File: config.mk
export PLATFORM = sky130hd
export DESIGN_NAME = div_top
export DESIGN_NICKNAME = d
export VERILOG_FILES = /design/src/logic/div_pkg.sv /design/src/logic/div_array.sv /design/src/logic/div_unit.sv /design/src/logic/div_error_stats.sv /design/src/logic/div_top.sv
export SDC_FILE = /design/constraint.sdc
export NUM_CORES = 1
export LEC_CHECK = 0
export BUFFER_PORTS_ARGS = -buffer_cell sky130_fd_sc_hd__buf_2
export CORE_MARGIN = 5
export CORE_UTILIZATION = 32
export DETAILED_ROUTE_END_ITERATION = 10
export SYNTH_ARGS = -nofsm -noshare
export SYNTH_HDL_FRONTEND = slang
export SYNTH_SLANG_ARGS = --single-unit
export TNS_END_PERCENT = 30
File: constraint.sdc
create_clock -name clk -period 56.3 [get_ports clk]
set_input_delay 8.445 -clock clk [delete_from_list [all_inputs] [get_ports clk]]
set_output_delay 8.445 -clock clk [all_outputs]
set_load 0.01 [all_outputs]
File: src/logic/div_pkg.sv
`default_nettype none

package div_pkg;

  localparam int DIVIDEND_W = 16;
  localparam int DIVISOR_W  = 8;
  localparam int COUNT_W    = 16;
  localparam int ERR_SUM_W  = 24;

  // low quotient rows built from the simplified cell
  localparam int APPROX_ROWS = 2;

  typedef logic [DIVIDEND_W-1:0] dividend_t;
  typedef logic [DIVISOR_W-1:0]  divisor_t;   // quotient and remainder too
  typedef logic [COUNT_W-1:0]    count_t;     // saturating
  typedef logic [ERR_SUM_W-1:0]  err_sum_t;   // saturating

  typedef struct packed {
    dividend_t n;
    divisor_t  d;
  } div_req_t;

  typedef struct packed {
    divisor_t q;         // approximate array
    divisor_t r;
    divisor_t q_exact;   // exact twin
    divisor_t r_exact;
    logic     ovf;       // quotient wider than 8 bits, or d is zero
  } div_res_t;

  typedef struct packed {
    count_t   total;
    count_t   mismatches;
    err_sum_t err_sum;   // sum of |q - q_exact|
  } div_stats_t;

endpackage

`default_nettype wire

File: src/logic/div_array.sv
`timescale 1ns/100ps
`default_nettype none

module div_array #(
  parameter int approx_rows = div_pkg::APPROX_ROWS
) (
  input  div_pkg::dividend_t n,
  input  div_pkg::divisor_t  d,
  output div_pkg::divisor_t  q,
  output div_pkg::divisor_t  r
);

  import div_pkg::*;

  typedef struct packed {
    logic bout;
    logic diff;
  } cell_t;

  // full subtractor x - y - bin
  function automatic cell_t exact_cell(
    input logic x,
    input logic y,
    input logic bin
  );
    cell_t c;
    c.diff = x ^ y ^ bin;
    c.bout = (~x & y) | (~(x ^ y) & bin);
    return c;
  endfunction

  // simplified cell with the difference tied low and no borrow in
  function automatic cell_t approx_cell(
    input logic x,
    input logic y
  );
    cell_t c;
    c.diff = 1'b0;
    c.bout = x & y;
    return c;
  endfunction

  // non-performing restoring array with one row per quotient bit
  always_comb begin
    logic [DIVISOR_W:0] win;
    divisor_t           part;
    divisor_t           diff;
    logic               borrow;
    cell_t              c;

    q    = '0;
    part = n[DIVIDEND_W-1 -: DIVISOR_W];   // row 7 sees n[15:7]
    for (int k = DIVISOR_W - 1; k >= 0; k--) begin
      win    = {part, n[k]};
      borrow = 1'b0;
      diff   = '0;
      // borrow ripples from lsb to msb of the low 8 window bits
      for (int b = 0; b < DIVISOR_W; b++) begin
        if (k < approx_rows) begin
          c = approx_cell(win[b], d[b]);
        end else begin
          c = exact_cell(win[b], d[b], borrow);
        end
        diff[b] = c.diff;
        borrow  = c.bout;
      end
      // window top bit set means the subtraction cannot go negative
      q[k] = win[DIVISOR_W] | ~borrow;
      part = q[k] ? diff : win[DIVISOR_W-1:0];   // restore when no subtract
    end
    r = part;
  end

endmodule

`default_nettype wire

File: src/logic/div_unit.sv
`timescale 1ns/100ps
`default_nettype none

module div_unit (
  input  logic              clk,
  input  logic              rst_n,
  input  logic              in_valid,
  output logic              in_ready,
  input  div_pkg::div_req_t in_req,
  output logic              out_valid,
  input  logic              out_ready,
  output div_pkg::div_res_t out_res
);

  import div_pkg::*;

  logic     started;   // low through reset and high from the first edge after
  logic     s1_valid;
  div_req_t s1_req;
  logic     s2_valid;
  div_res_t s2_res;
  logic     s1_load;
  logic     s2_load;
  div_res_t nxt_res;
  divisor_t q_apx;
  divisor_t r_apx;
  divisor_t q_ex;
  divisor_t r_ex;

  // s2 frees first and s1 follows it
  assign s2_load  = ~s2_valid | out_ready;
  assign s1_load  = ~s1_valid | s2_load;
  assign in_ready = s1_load & started;

  div_array #(
    .approx_rows(APPROX_ROWS)
  ) u_apx (
    .n (s1_req.n),
    .d (s1_req.d),
    .q (q_apx),
    .r (r_apx)
  );

  div_array #(
    .approx_rows(0)
  ) u_exact (
    .n (s1_req.n),
    .d (s1_req.d),
    .q (q_ex),
    .r (r_ex)
  );

  always_comb begin
    nxt_res.q       = q_apx;
    nxt_res.r       = r_apx;
    nxt_res.q_exact = q_ex;
    nxt_res.r_exact = r_ex;
    // a zero divisor also fails this compare
    nxt_res.ovf     = (s1_req.n[DIVIDEND_W-1 -: DIVISOR_W] >= s1_req.d);
  end

  always_ff @(posedge clk or negedge rst_n) begin
    if (!rst_n) begin
      started  <= 1'b0;
      s1_valid <= 1'b0;
      s2_valid <= 1'b0;
    end else begin
      started <= 1'b1;
      if (s1_load) begin
        s1_valid <= in_valid & in_ready;
      end
      if (s2_load) begin
        s2_valid <= s1_valid;
      end
    end
  end

  always_ff @(posedge clk) begin
    if (in_valid && in_ready) begin
      s1_req <= in_req;
    end
    if (s2_load && s1_valid) begin
      s2_res <= nxt_res;   // both arrays settle within the cycle
    end
  end

  assign out_valid = s2_valid;
  assign out_res   = s2_res;

endmodule

`default_nettype wire

File: src/logic/div_error_stats.sv
`timescale 1ns/100ps
`default_nettype none

module div_error_stats (
  input  logic                clk,
  input  logic                rst_n,
  input  logic                res_fire,
  input  div_pkg::div_res_t   res,
  input  logic                stats_clear,
  output div_pkg::div_stats_t stats
);

  import div_pkg::*;

  logic               take;       // accepted result inside the 8-bit range
  logic               mismatch;
  divisor_t           q_err;      // |q - q_exact|
  logic [ERR_SUM_W:0] err_acc;    // one spare bit to spot the wrap

  function automatic count_t sat_inc(input count_t v);
    return (v == '1) ? v : v + count_t'(1);
  endfunction

  assign take     = res_fire & ~res.ovf;
  assign mismatch = (res.q != res.q_exact) || (res.r != res.r_exact);
  assign q_err    = (res.q > res.q_exact) ? res.q - res.q_exact
                                          : res.q_exact - res.q;
  assign err_acc  = {1'b0, stats.err_sum} + (ERR_SUM_W + 1)'(q_err);

  always_ff @(posedge clk or negedge rst_n) begin
    if (!rst_n) begin
      stats <= '0;
    end else if (stats_clear) begin
      stats <= '0;   // wins over a result in the same cycle
    end else if (take) begin
      stats.total <= sat_inc(stats.total);
      if (mismatch) begin
        stats.mismatches <= sat_inc(stats.mismatches);
      end
      stats.err_sum <= err_acc[ERR_SUM_W] ? '1 : err_acc[ERR_SUM_W-1:0];
    end
  end

endmodule

`default_nettype wire

File: src/logic/div_top.sv
`timescale 1ns/100ps
`default_nettype none

module div_top (
  input  logic                clk,
  input  logic                rst_n,
  input  logic                in_valid,
  output logic                in_ready,
  input  div_pkg::div_req_t   in_req,
  output logic                out_valid,
  input  logic                out_ready,
  output div_pkg::div_res_t   out_res,
  input  logic                stats_clear,
  output div_pkg::div_stats_t stats
);

  logic res_fire;   // result leaves the pipeline on this edge

  assign res_fire = out_valid & out_ready;

  div_unit u_unit (
    .clk       (clk),
    .rst_n     (rst_n),
    .in_valid  (in_valid),
    .in_ready  (in_ready),
    .in_req    (in_req),
    .out_valid (out_valid),
    .out_ready (out_ready),
    .out_res   (out_res)
  );

  // sees the same result word the consumer takes
  div_error_stats u_stats (
    .clk         (clk),
    .rst_n       (rst_n),
    .res_fire    (res_fire),
    .res         (out_res),
    .stats_clear (stats_clear),
    .stats       (stats)
  );

endmodule

`default_nettype wire

==> flow_summary.json, run 1 <==
{
  "crit_top_cell": "fa_1",
  "fin_skew_ns": 0.0114,
  "via_count": 5619,
  "finalSetupViolCount": 0,
  "antenna_found_initial": 0,
  "post_cts.repair.setup_buffers": 0,
  "netlist_area_um2": 7670,
  "hold_viol": 0,
  "cts.sinks": 110,
  "initial_core_util_pct": 32.6,
  "syn_inst": 715,
  "grt_pass1_vias": 5638,
  "hold_depth": 1,
  "synth-seq-cells": 110,
  "ant_nets": 0,
  "yosysWarnings": 0,
  "synth_ff_type": "dfrtp_1",
  "max_slew.worst_pin.slew_ns": 0.825,
  "final_cell_mix": "buf_2 (119), inv_1 (70), nor2_1 (68)",
  "numCtsBuffers": 9,
  "post-route-period-util_pct": 53.9,
  "required_ns": 56.40,
  "drc_errors": 0,
  "clockBufferDepth": 2,
  "io_pins": 120,
  "report.final.slew_viol_count": 0,
  "die_x_um": 165,
  "cts_tree": "done",
  "crit_slowest_cell": "or4_1",
  "wirelength_mm": 18.9,
  "max_cap_viol_count": 0,
  "timing.critical_path.from_type": "flip-flop",
  "drt-pass1-iter-count": 6,
  "dr.first_iter.drc_count": 411,
  "critical_path_class": "reg2reg",
  "htreeDepth": 3,
  "r2r_cells": 94,
  "cp-end-kind": "flip-flop",
  "placementRows": 56,
  "root_buffer": "clkbuf_16",
  "syn_to_final_growth_pct": 15.4,
  "avgSynthCellArea_um2": 10.7,
  "status": "finished clean",
  "synth.top_cell.area_share_pct": 20.0,
  "nets": 938,
  "rsz0062_at_grt": "false",
  "fin_crit_ns": 30.32,
  "synth_nets": 833,
  "grtUsageTotal_pct": 14.2,
  "clk_pin_slew_worst_paths_ns": 0.08,
  "yosysTopAreaCell": "edfxtp_1",
  "die_area_um2": 27200,
  "hold_class": "reg2reg",
  "seq_area_frac_synth_pct": 39.2,
  "grt_max_degree": 60,
  "max_freq_mhz": 33.0,
  "cp_max_fo": 15,
  "die_h_um": 165,
  "netlist_top_cells_area": "edfxtp_1 (20%), dfrtp_1 (19%), fa_1 (15%)",
  "wl_per_cell_um": 16.5,
  "cts-hold-fix-buffers": 0,
  "cp_slowest_stage_delay_ns": 0.75,
  "gp_congestion": 0.872,
  "drive_gt1_share_pct": 19.9,
  "port_buffers": 119,
  "grt_overflow": 0,
  "grt_pass1_wl_mm": 30.1,
  "finalSetupTns_ns": 0,
  "synth_edf_count": 51,
  "place_hpwl_mm": 14.5,
  "yosysUniqueCellTypes": 68,
  "final_common_cell": "buf_2",
  "insertion_delay_ns": 0.36,
  "viasPerCell": 4.91,
  "slew_headroom_pct": 44.9,
  "cts_resized": 0,
  "diodes": 0,
  "core_um2": 23500,
  "critPathArrivalTime_ns": 30.42,
  "synth-async-reset-ratio_pct": 53.6
}
-- flip-flops by register name (all words and copies together), names as in the netlist --
name and flops:
u_unit.s1_valid 1, u_unit.started 1, u_unit.out_valid 1, u_unit.out_res 27
u_stats.stats 56, u_unit.s1_req 24
-- kinds of logic after synthesis --
| kind of cell | Yosys count | synth area share, % |
|---|---|---|
| xor gates and xnor gates | 38 | 4.34 |
| buffers and inverters | 102 | 5.68 |
| other | 1 | 0.0489 |
| and+or+nand+nor | 219 | 14.0 |
| muxes | 34 | 4.70 |
| DFF | 110 | 39.2 |
| adders and majority gates | 89 | 20.2 |
| AOI/OAI and AO/OA | 122 | 11.8 |
-- path summary, 6_finish.rpt --
path	slack, ns	to	start
worst min register to register	0.53	u_unit.out_valid	u_unit.s1_valid
max in group asynchronous	47.55	u_stats.stats[34]	rst_n
worst min-delay path	0.53	u_unit.out_valid	u_unit.s1_valid
min in group asynchronous	8.24	u_stats.stats[8]	rst_n
worst max register to register	25.98	u_unit.out_res[5]	u_unit.s1_req[0]
worst max-delay path	25.98	u_unit.out_res[5]	u_unit.s1_req[0]
-- worst max-delay path: cells and delay by family (launching register included) --
family	cells	cell delay [ns]
adders and majority gates	57	22.21
AOI/OAI and AO/OA	11	2.47
xor gates and xnor gates	1	0.14
buffers and inverters	11	0.96
DFF	1	0.59
and+or+nand+nor	12	3.17
muxes	2	0.51
-- stage by stage --
step / instance area (um^2) / instances / utilization (%) / worst slack, ns / hold slack, ns
6_report: 8850 / 1144 / 37.6 / 25.98 / 0.526
3_5_place_dp: 8550 / 1128 / 36.3 / 26.02 / 0.512
4_1_cts: 8850 / 1144 / 37.6 / 25.97 / 0.530
5_1_grt: 8850 / 1144 / 37.6 / 24.72 / 0.565
2_1_floorplan: 7670 / 715 / - / 27.69 / 0.473
3_3_place_gp: 8550 / 1128 / 36.3 / 26.50 / 0.507
-- cell type report --
cell class	count	area (um^2)
clock buffers	9	225
inverters	73	284
repair buffers	123	626
fillers	2414	14700
multi-input cells	503	4230
clock inverters	7	77.6
flip-flops and latches	110	3010
well taps	319	399
-- routing by layer --
layer | global-route usage [%] | part of all wire (%) | vias up
li1 | - | - | 2735
met3 | 2.92 | 5.6 | 13
met5 | 0 | 0 | -
met2 | 25.1 | 51 | 143
met4 | 2.61 | 0.72 | 0
met1 | 18.0 | 43 | 2728
-- synthesized netlist by cell type (2+ instances only) --
library cell / n
or2_2: 3
a311oi_1: 9
xor2_1: 20
ha_1: 31
xnor2_1: 18
nor2_1: 68
inv_1: 70
a222oi_1: 3
nor4_1: 6
nand4_1: 13
buf_4: 10
nor2b_1: 5
a211oi_1: 9
a221oi_1: 3
nand3_1: 18
a31oi_1: 8
edfxtp_1: 51
buf_2: 4
nand3b_1: 2
a21o_1: 9
a41o_1: 6
o21bai_1: 5
fa_1: 58
mux2i_1: 27
a21oi_1: 28
and4_1: 4
a221o_1: 3
and2_1: 4
or4_1: 2
dfrtp_1: 59
nor3_1: 19
o21ai_0: 17
mux2_2: 6
clkinv_4: 2
nand2b_1: 2
o221a_2: 2
or3_1: 7
a41oi_1: 4
and3_1: 9
nand2_1: 47
and4b_1: 2
clkbuf_1: 15
or2_1: 2
Power of run 1 is not shown: default switching activity piles up to over one toggle a cycle in this logic, so the estimate is an artifact.
==> run 2: changes to the inputs <==
--- a/config.mk
+++ b/config.mk
@@ -5,6 +5,7 @@
 export SDC_FILE = /design/constraint.sdc
 export NUM_CORES = 1
 export LEC_CHECK = 0
+export ABC_AREA = 1
 export BUFFER_PORTS_ARGS = -buffer_cell sky130_fd_sc_hd__buf_2
 export CORE_MARGIN = 5
 export CORE_UTILIZATION = 32
==> constraint.sdc (replaced) <==
create_clock -name clk -period 31.5 [get_ports clk]
set_input_delay 4.725 -clock clk [delete_from_list [all_inputs] [get_ports clk]]
set_output_delay 4.725 -clock clk [all_outputs]
set_load 0.01 [all_outputs]
==> run 2 against run 1 <==
Effect of this change:
- core utilization fell by 0.85 points
- sequential share of layout area fell by 2.3 points
- count of clock-buffer cells in the layout did not move
- global-route usage rose by 0.33 points
- worst setup slack got worse by 22 ns
- hold slack got worse by 0.039 ns
- synthesized cell count rose by 41%
==> flow_summary.json, run 2 <==
{
  "status": "finished clean",
  "grtUsageTotal_pct": 14.5,
  "required_ns": 31.62,
  "nets": 1230,
  "critPathBufInv": 7,
  "synth_common_cells": "nand2_1 (250), inv_1 (175), nand3_1 (88)",
  "drive_gt1_share_pct": 16.7,
  "max_slew.worst_pin.slew_ns": 1.04,
  "grt_max_degree": 60,
  "crit_slowest_cell": "fa_1",
  "via_count": 6813,
  "cts_resized": 0,
  "slew_headroom_pct": 30.3,
  "gp_congestion": 0.875,
  "final_cell_mix": "nand2_1 (250), inv_1 (175), buf_2 (119)",
  "crit_top_cell": "fa_1",
  "grt_pass1_wl_mm": 33.9,
  "grt_pass1_vias": 6524,
  "root_buffer": "clkbuf_16",
  "critPathArrivalTime_ns": 27.66,
  "cts_tree": "done",
  "syn_inst": 1007,
  "post-place-ws_ns": 3.97,
  "hold_class": "reg2reg",
  "fin_skew_ns": 0.0166,
  "max_freq_mhz": 36.3,
  "netlist_area_um2": 8340,
  "synth.top_cell.area_share_pct": 18.4,
  "regToRegSetupSlack_ns": 3.96,
  "synth_nets": 1125,
  "io_pins": 120,
  "fin_crit_ns": 27.54,
  "insertion_delay_ns": 0.37,
  "final_common_cell": "nand2_1",
  "holdPathEnd": "u_stats.stats[42]",
  "synth-async-reset-ratio_pct": 53.6,
  "yosysUniqueCellTypes": 42,
  "yosysWarnings": 0,
  "top_layer": "met4",
  "diodes": 0,
  "r2r_end": "u_unit.out_res[7]",
  "initial_core_util_pct": 32.3,
  "post-route-period-util_pct": 87.4,
  "port_buffers": 119,
  "post_cts.repair.setup_buffers": 0,
  "netlist_top_cells_area": "edfxtp_1 (18%), dfrtp_1 (18%), fa_1 (14%)",
  "rsz0062_at_grt": "false",
  "drt-met1-wl_mm": 9.54,
  "timing.critical_path.from_type": "flip-flop",
  "report.final.slew_viol_count": 0,
  "cp_slowest_stage_delay_ns": 0.58,
  "hold_start": "u_stats.stats[42]",
  "timing.rr.start": "u_unit.s1_req[0]",
  "wl_met3_mm": 1.27,
  "placementRows": 59,
  "holdWs_ns": 0.487,
  "seq_area_frac_synth_pct": 36.1,
  "htreeDepth": 3,
  "die_h_um": 171,
  "yosysTopAreaCell": "edfxtp_1",
  "grt_overflow": 0,
  "avgSynthCellArea_um2": 8.28,
  "yosysMostFrequentCell": "nand2_1",
  "cts.sinks": 110,
  "wirelength_mm": 21.1,
  "die_area_um2": 29400,
  "die_x_um": 171,
  "synth_edf_count": 51,
  "cts-hold-fix-buffers": 0,
  "setup_ws_ns": 3.96,
  "hold_viol": 0,
  "antenna_found_initial": 0,
  "finalSetupViolCount": 0,
  "wl_per_cell_um": 14.5,
  "place_hpwl_mm": 16.3,
  "critical_path_class": "reg2reg",
  "synth_ff_type": "dfrtp_1",
  "drt-pass1-iter-count": 5,
  "core_um2": 25800,
  "max_cap_viol_count": 0,
  "synth-seq-cells": 110,
  "drc_errors": 0,
  "largest_register_ffs": 56,
  "finalSetupTns_ns": 0,
  "numCtsBuffers": 9,
  "largest-register": "u_stats.stats",
  "ant_nets": 0,
  "r2r_cells": 89,
  "route.met2.wl_mm": 9.95,
  "hold_depth": 1,
  "dr.first_iter.drc_count": 389,
  "cp-end-kind": "flip-flop",
  "clk_pin_slew_worst_paths_ns": 0.08,
  "clockBufferDepth": 2,
  "syn_to_final_growth_pct": 13.9,
  "viasPerCell": 4.69,
  "cp_max_fo": 15,
  "cp_top_family": "adder cells"
}
[run 2: worst max path at each step]
| stage | startpoint | to | cells after the start |
|---|---|---|---|
| 2_1_floorplan | u_unit.s1_req[0] | u_unit.out_res[2] | 97 |
| 3_3_place_gp | u_unit.s1_req[0] | u_unit.out_res[7] | 89 |
| 3_5_place_dp | u_unit.s1_req[0] | u_unit.out_res[7] | 89 |
| 4_1_cts | u_unit.s1_req[0] | u_unit.out_res[6] | 89 |
| 5_1_grt | u_unit.s1_req[0] | u_unit.out_res[6] | 89 |
| 6_report | u_unit.s1_req[0] | u_unit.out_res[7] | 89 |
[run 2: metal layers]
layer	up-vias	global-route usage, %
met1	3224	19.4
met2	168	24.2
met4	0	3.75
met5	-	0
met3	19	2.78
li1	3402	-
[run 2: cells by family (layout without fill, tap and decap cells)]
family / count (synthesis) / count (layout) / share of synthesized area (%)
AO/OA/AOI/OAI: 108 / 108 / 7.29
buffers and inverters: 209 / 319 / 10.5
flip-flops: 110 / 110 / 36.1
other: 1 / 1 / 0.0450
AND/OR/NAND/NOR: 472 / 472 / 25.6
XOR/XNOR: 17 / 17 / 1.79
multiplexers: 1 / 1 / 0.120
adder cells (fa/ha/maj): 89 / 89 / 18.6
[run 2: area by class of cell]
class                      instances  area, um^2
clock buffer                       9         225
clock inverter                     7        75.1
fill                            2708       16300
inverter                         179         672
multi-input combinational        688        4470
sequential                       110        3010
tap                              335         419
timing repair buffer             124         633
[run 2: metrics by stage]
stage          cell area, um^2  instances  util, %
5_1_grt                   9500       1452     36.8
4_1_cts                   9500       1452     36.8
3_3_place_gp              9200       1436     35.6
6_report                  9500       1452     36.8
3_5_place_dp              9200       1436     35.6
2_1_floorplan             8340       1007        -
Power of run 2 is left out for the same reason.
==> run 3: changes to the inputs <==
--- a/config.mk
+++ b/config.mk
@@ -5,7 +5,8 @@
 export SDC_FILE = /design/constraint.sdc
 export NUM_CORES = 1
 export LEC_CHECK = 0
-export ABC_AREA = 1
+export ABC_AREA = 0
+export ABC_CLOCK_PERIOD_IN_PS = 31500
 export BUFFER_PORTS_ARGS = -buffer_cell sky130_fd_sc_hd__buf_2
 export CORE_MARGIN = 5
 export CORE_UTILIZATION = 32
==> run 3 against run 2 <==
Effect of this change:
- cell count fell by 21%
- first-iteration DRC count rose by 36%
- via count fell by 17%
- non-clock buffer count rose by 1
- count of clock-buffer cells in the layout did not move
- global-route usage fell by 0.44 points
- critical path type unchanged
- core utilization rose by 0.92 points
- sequential share of layout area rose by 2.2 points
- hold slack improved by 0.029 ns
==> flow_summary.json, run 3 (same netlist as run 1, synthesis figures left out) <==
{
  "status": "finished clean",
  "io_pins": 120,
  "hold_class": "reg2reg",
  "placementRows": 56,
  "die_x_um": 165,
  "report.final.slew_viol_count": 0,
  "viasPerCell": 4.91,
  "critical_path_class": "reg2reg",
  "final_common_cell": "buf_2",
  "grt_pass1_vias": 5568,
  "syn_to_final_growth_pct": 15.6,
  "root_buffer": "clkbuf_16",
  "rsz0062_at_grt": "false",
  "cp_slowest_stage_delay_ns": 0.75,
  "finalSetupTns_ns": 0,
  "die_area_um2": 27200,
  "layout.cells.non_filler": 1146,
  "critPathArrivalTime_ns": 30.24,
  "htreeDepth": 3,
  "crit_slowest_cell": "or4_1",
  "largest_register_ffs": 56,
  "cts_tree": "done",
  "wl_per_cell_um": 16.3,
  "place_hpwl_mm": 14.2,
  "cp_max_fo": 15,
  "clk_pin_slew_worst_paths_ns": 0.08,
  "initial_core_util_pct": 32.6,
  "max_cap_viol_count": 0,
  "max_freq_mhz": 33.2,
  "cp-end-kind": "flip-flop",
  "grtUsageTotal_pct": 14.1,
  "required_ns": 31.62,
  "wirelength_mm": 18.7,
  "post-route-period-util_pct": 95.6,
  "cts.sinks": 110,
  "dp_cells": 1128,
  "ant_nets": 0,
  "drt-pass1-iter-count": 5,
  "via_count": 5628,
  "grt_max_degree": 60,
  "final_cell_mix": "buf_2 (119), inv_1 (70), nor2_1 (68)",
  "fillers": 2362,
  "timing.critical_path.from_type": "flip-flop",
  "grt_pass1_wl_mm": 30.2,
  "largest-register": "u_stats.stats",
  "nets": 940,
  "hold_viol": 0,
  "diodes": 0,
  "core_um2": 23500,
  "clockBufferDepth": 2,
  "port_buffers": 119,
  "numCtsBuffers": 9,
  "antenna_found_initial": 0,
  "dr.first_iter.drc_count": 529,
  "fin_skew_ns": 0.0148,
  "gp_congestion": 0.865,
  "fin_crit_ns": 30.12,
  "crit_top_cell": "fa_1",
  "fin_util_pct": 37.7,
  "drive_gt1_share_pct": 20.2,
  "insertion_delay_ns": 0.36,
  "max_slew.worst_pin.slew_ns": 0.838,
  "holdWs_ns": 0.516,
  "finalSetupViolCount": 0,
  "slew_headroom_pct": 44.0,
  "drc_errors": 0,
  "die_h_um": 165,
  "grt_overflow": 0
}
==> run 3: changes by cell type in the layout (fill, tap and decap cells not counted), moves of 12 or more <==
cell / delta
mux2i_1: +26
xnor2_1: +18
nand3_2: -12
nand2_2: -13
inv_1: -105
nand2_1: -203
nand3_1: -70
o21ai_0: -36
==> run 3: timing repair <==
action,4_1_cts,5_1_grt
hold buffers,0,0
buffers inserted,0,2
gates resized for setup,0,1
setup endpoints to repair,0,7
==> run 3: layout make-up <==
type                       instances  area, um^2  share of cell area, %
clock buffer                       9         225                   2.54
clock inverter                     7        75.1                  0.846
inverter                          73         284                   3.20
multi-input combinational        503        4240                   47.8
sequential                       110        3010                   33.9
tap                              319         399                   4.50
timing repair buffer             125         641                   7.22
==> run 3: metrics by stage <==
step                cell area, um^2  setup WS, ns
global placement               8550          1.64
floorplan                      7670          2.89
CTS                            8850          1.21
global route                   8870        0.0439
finish                         8870          1.38
detailed placement             8550          1.27
==> run 3: critical path: cells and delay by family (launching register included) <==
| family | cells | cell delay, ns |
|---|---|---|
| compound gates | 11 | 2.36 |
| xor+xnor | 1 | 0.15 |
| fa+ha+maj | 56 | 22.01 |
| buf+inv | 11 | 1.22 |
| flops | 1 | 0.40 |
| mux | 2 | 0.53 |
| simple gates | 12 | 3.15 |
==> run 3: per-layer routing <==
metal | wire length (um) | GRT usage [%] | up-vias
met5 | 0 | 0 | -
met4 | 121 | 2.19 | 0
met3 | 1060 | 3.19 | 11
met2 | 9320 | 24.1 | 135
met1 | 8190 | 18.6 | 2740
li1 | - | - | 2742
==> run 3: worst paths after layout <==
path / cells past startpoint / slack, ns / endpoint / startpoint
min in group asynchronous: 2 / 4.52 / u_stats.stats[8] / rst_n
worst max register to register: 93 / 1.38 / u_unit.out_res[8] / u_unit.s1_req[1]
max in group asynchronous: 2 / 26.47 / u_stats.stats[48] / rst_n
worst min register to register: 1 / 0.52 / u_unit.out_valid / u_unit.s1_valid
worst max-delay path: 93 / 1.38 / u_unit.out_res[8] / u_unit.s1_req[1]
worst min-delay path: 1 / 0.52 / u_unit.out_valid / u_unit.s1_valid
Power of run 3 is left out for the same reason.
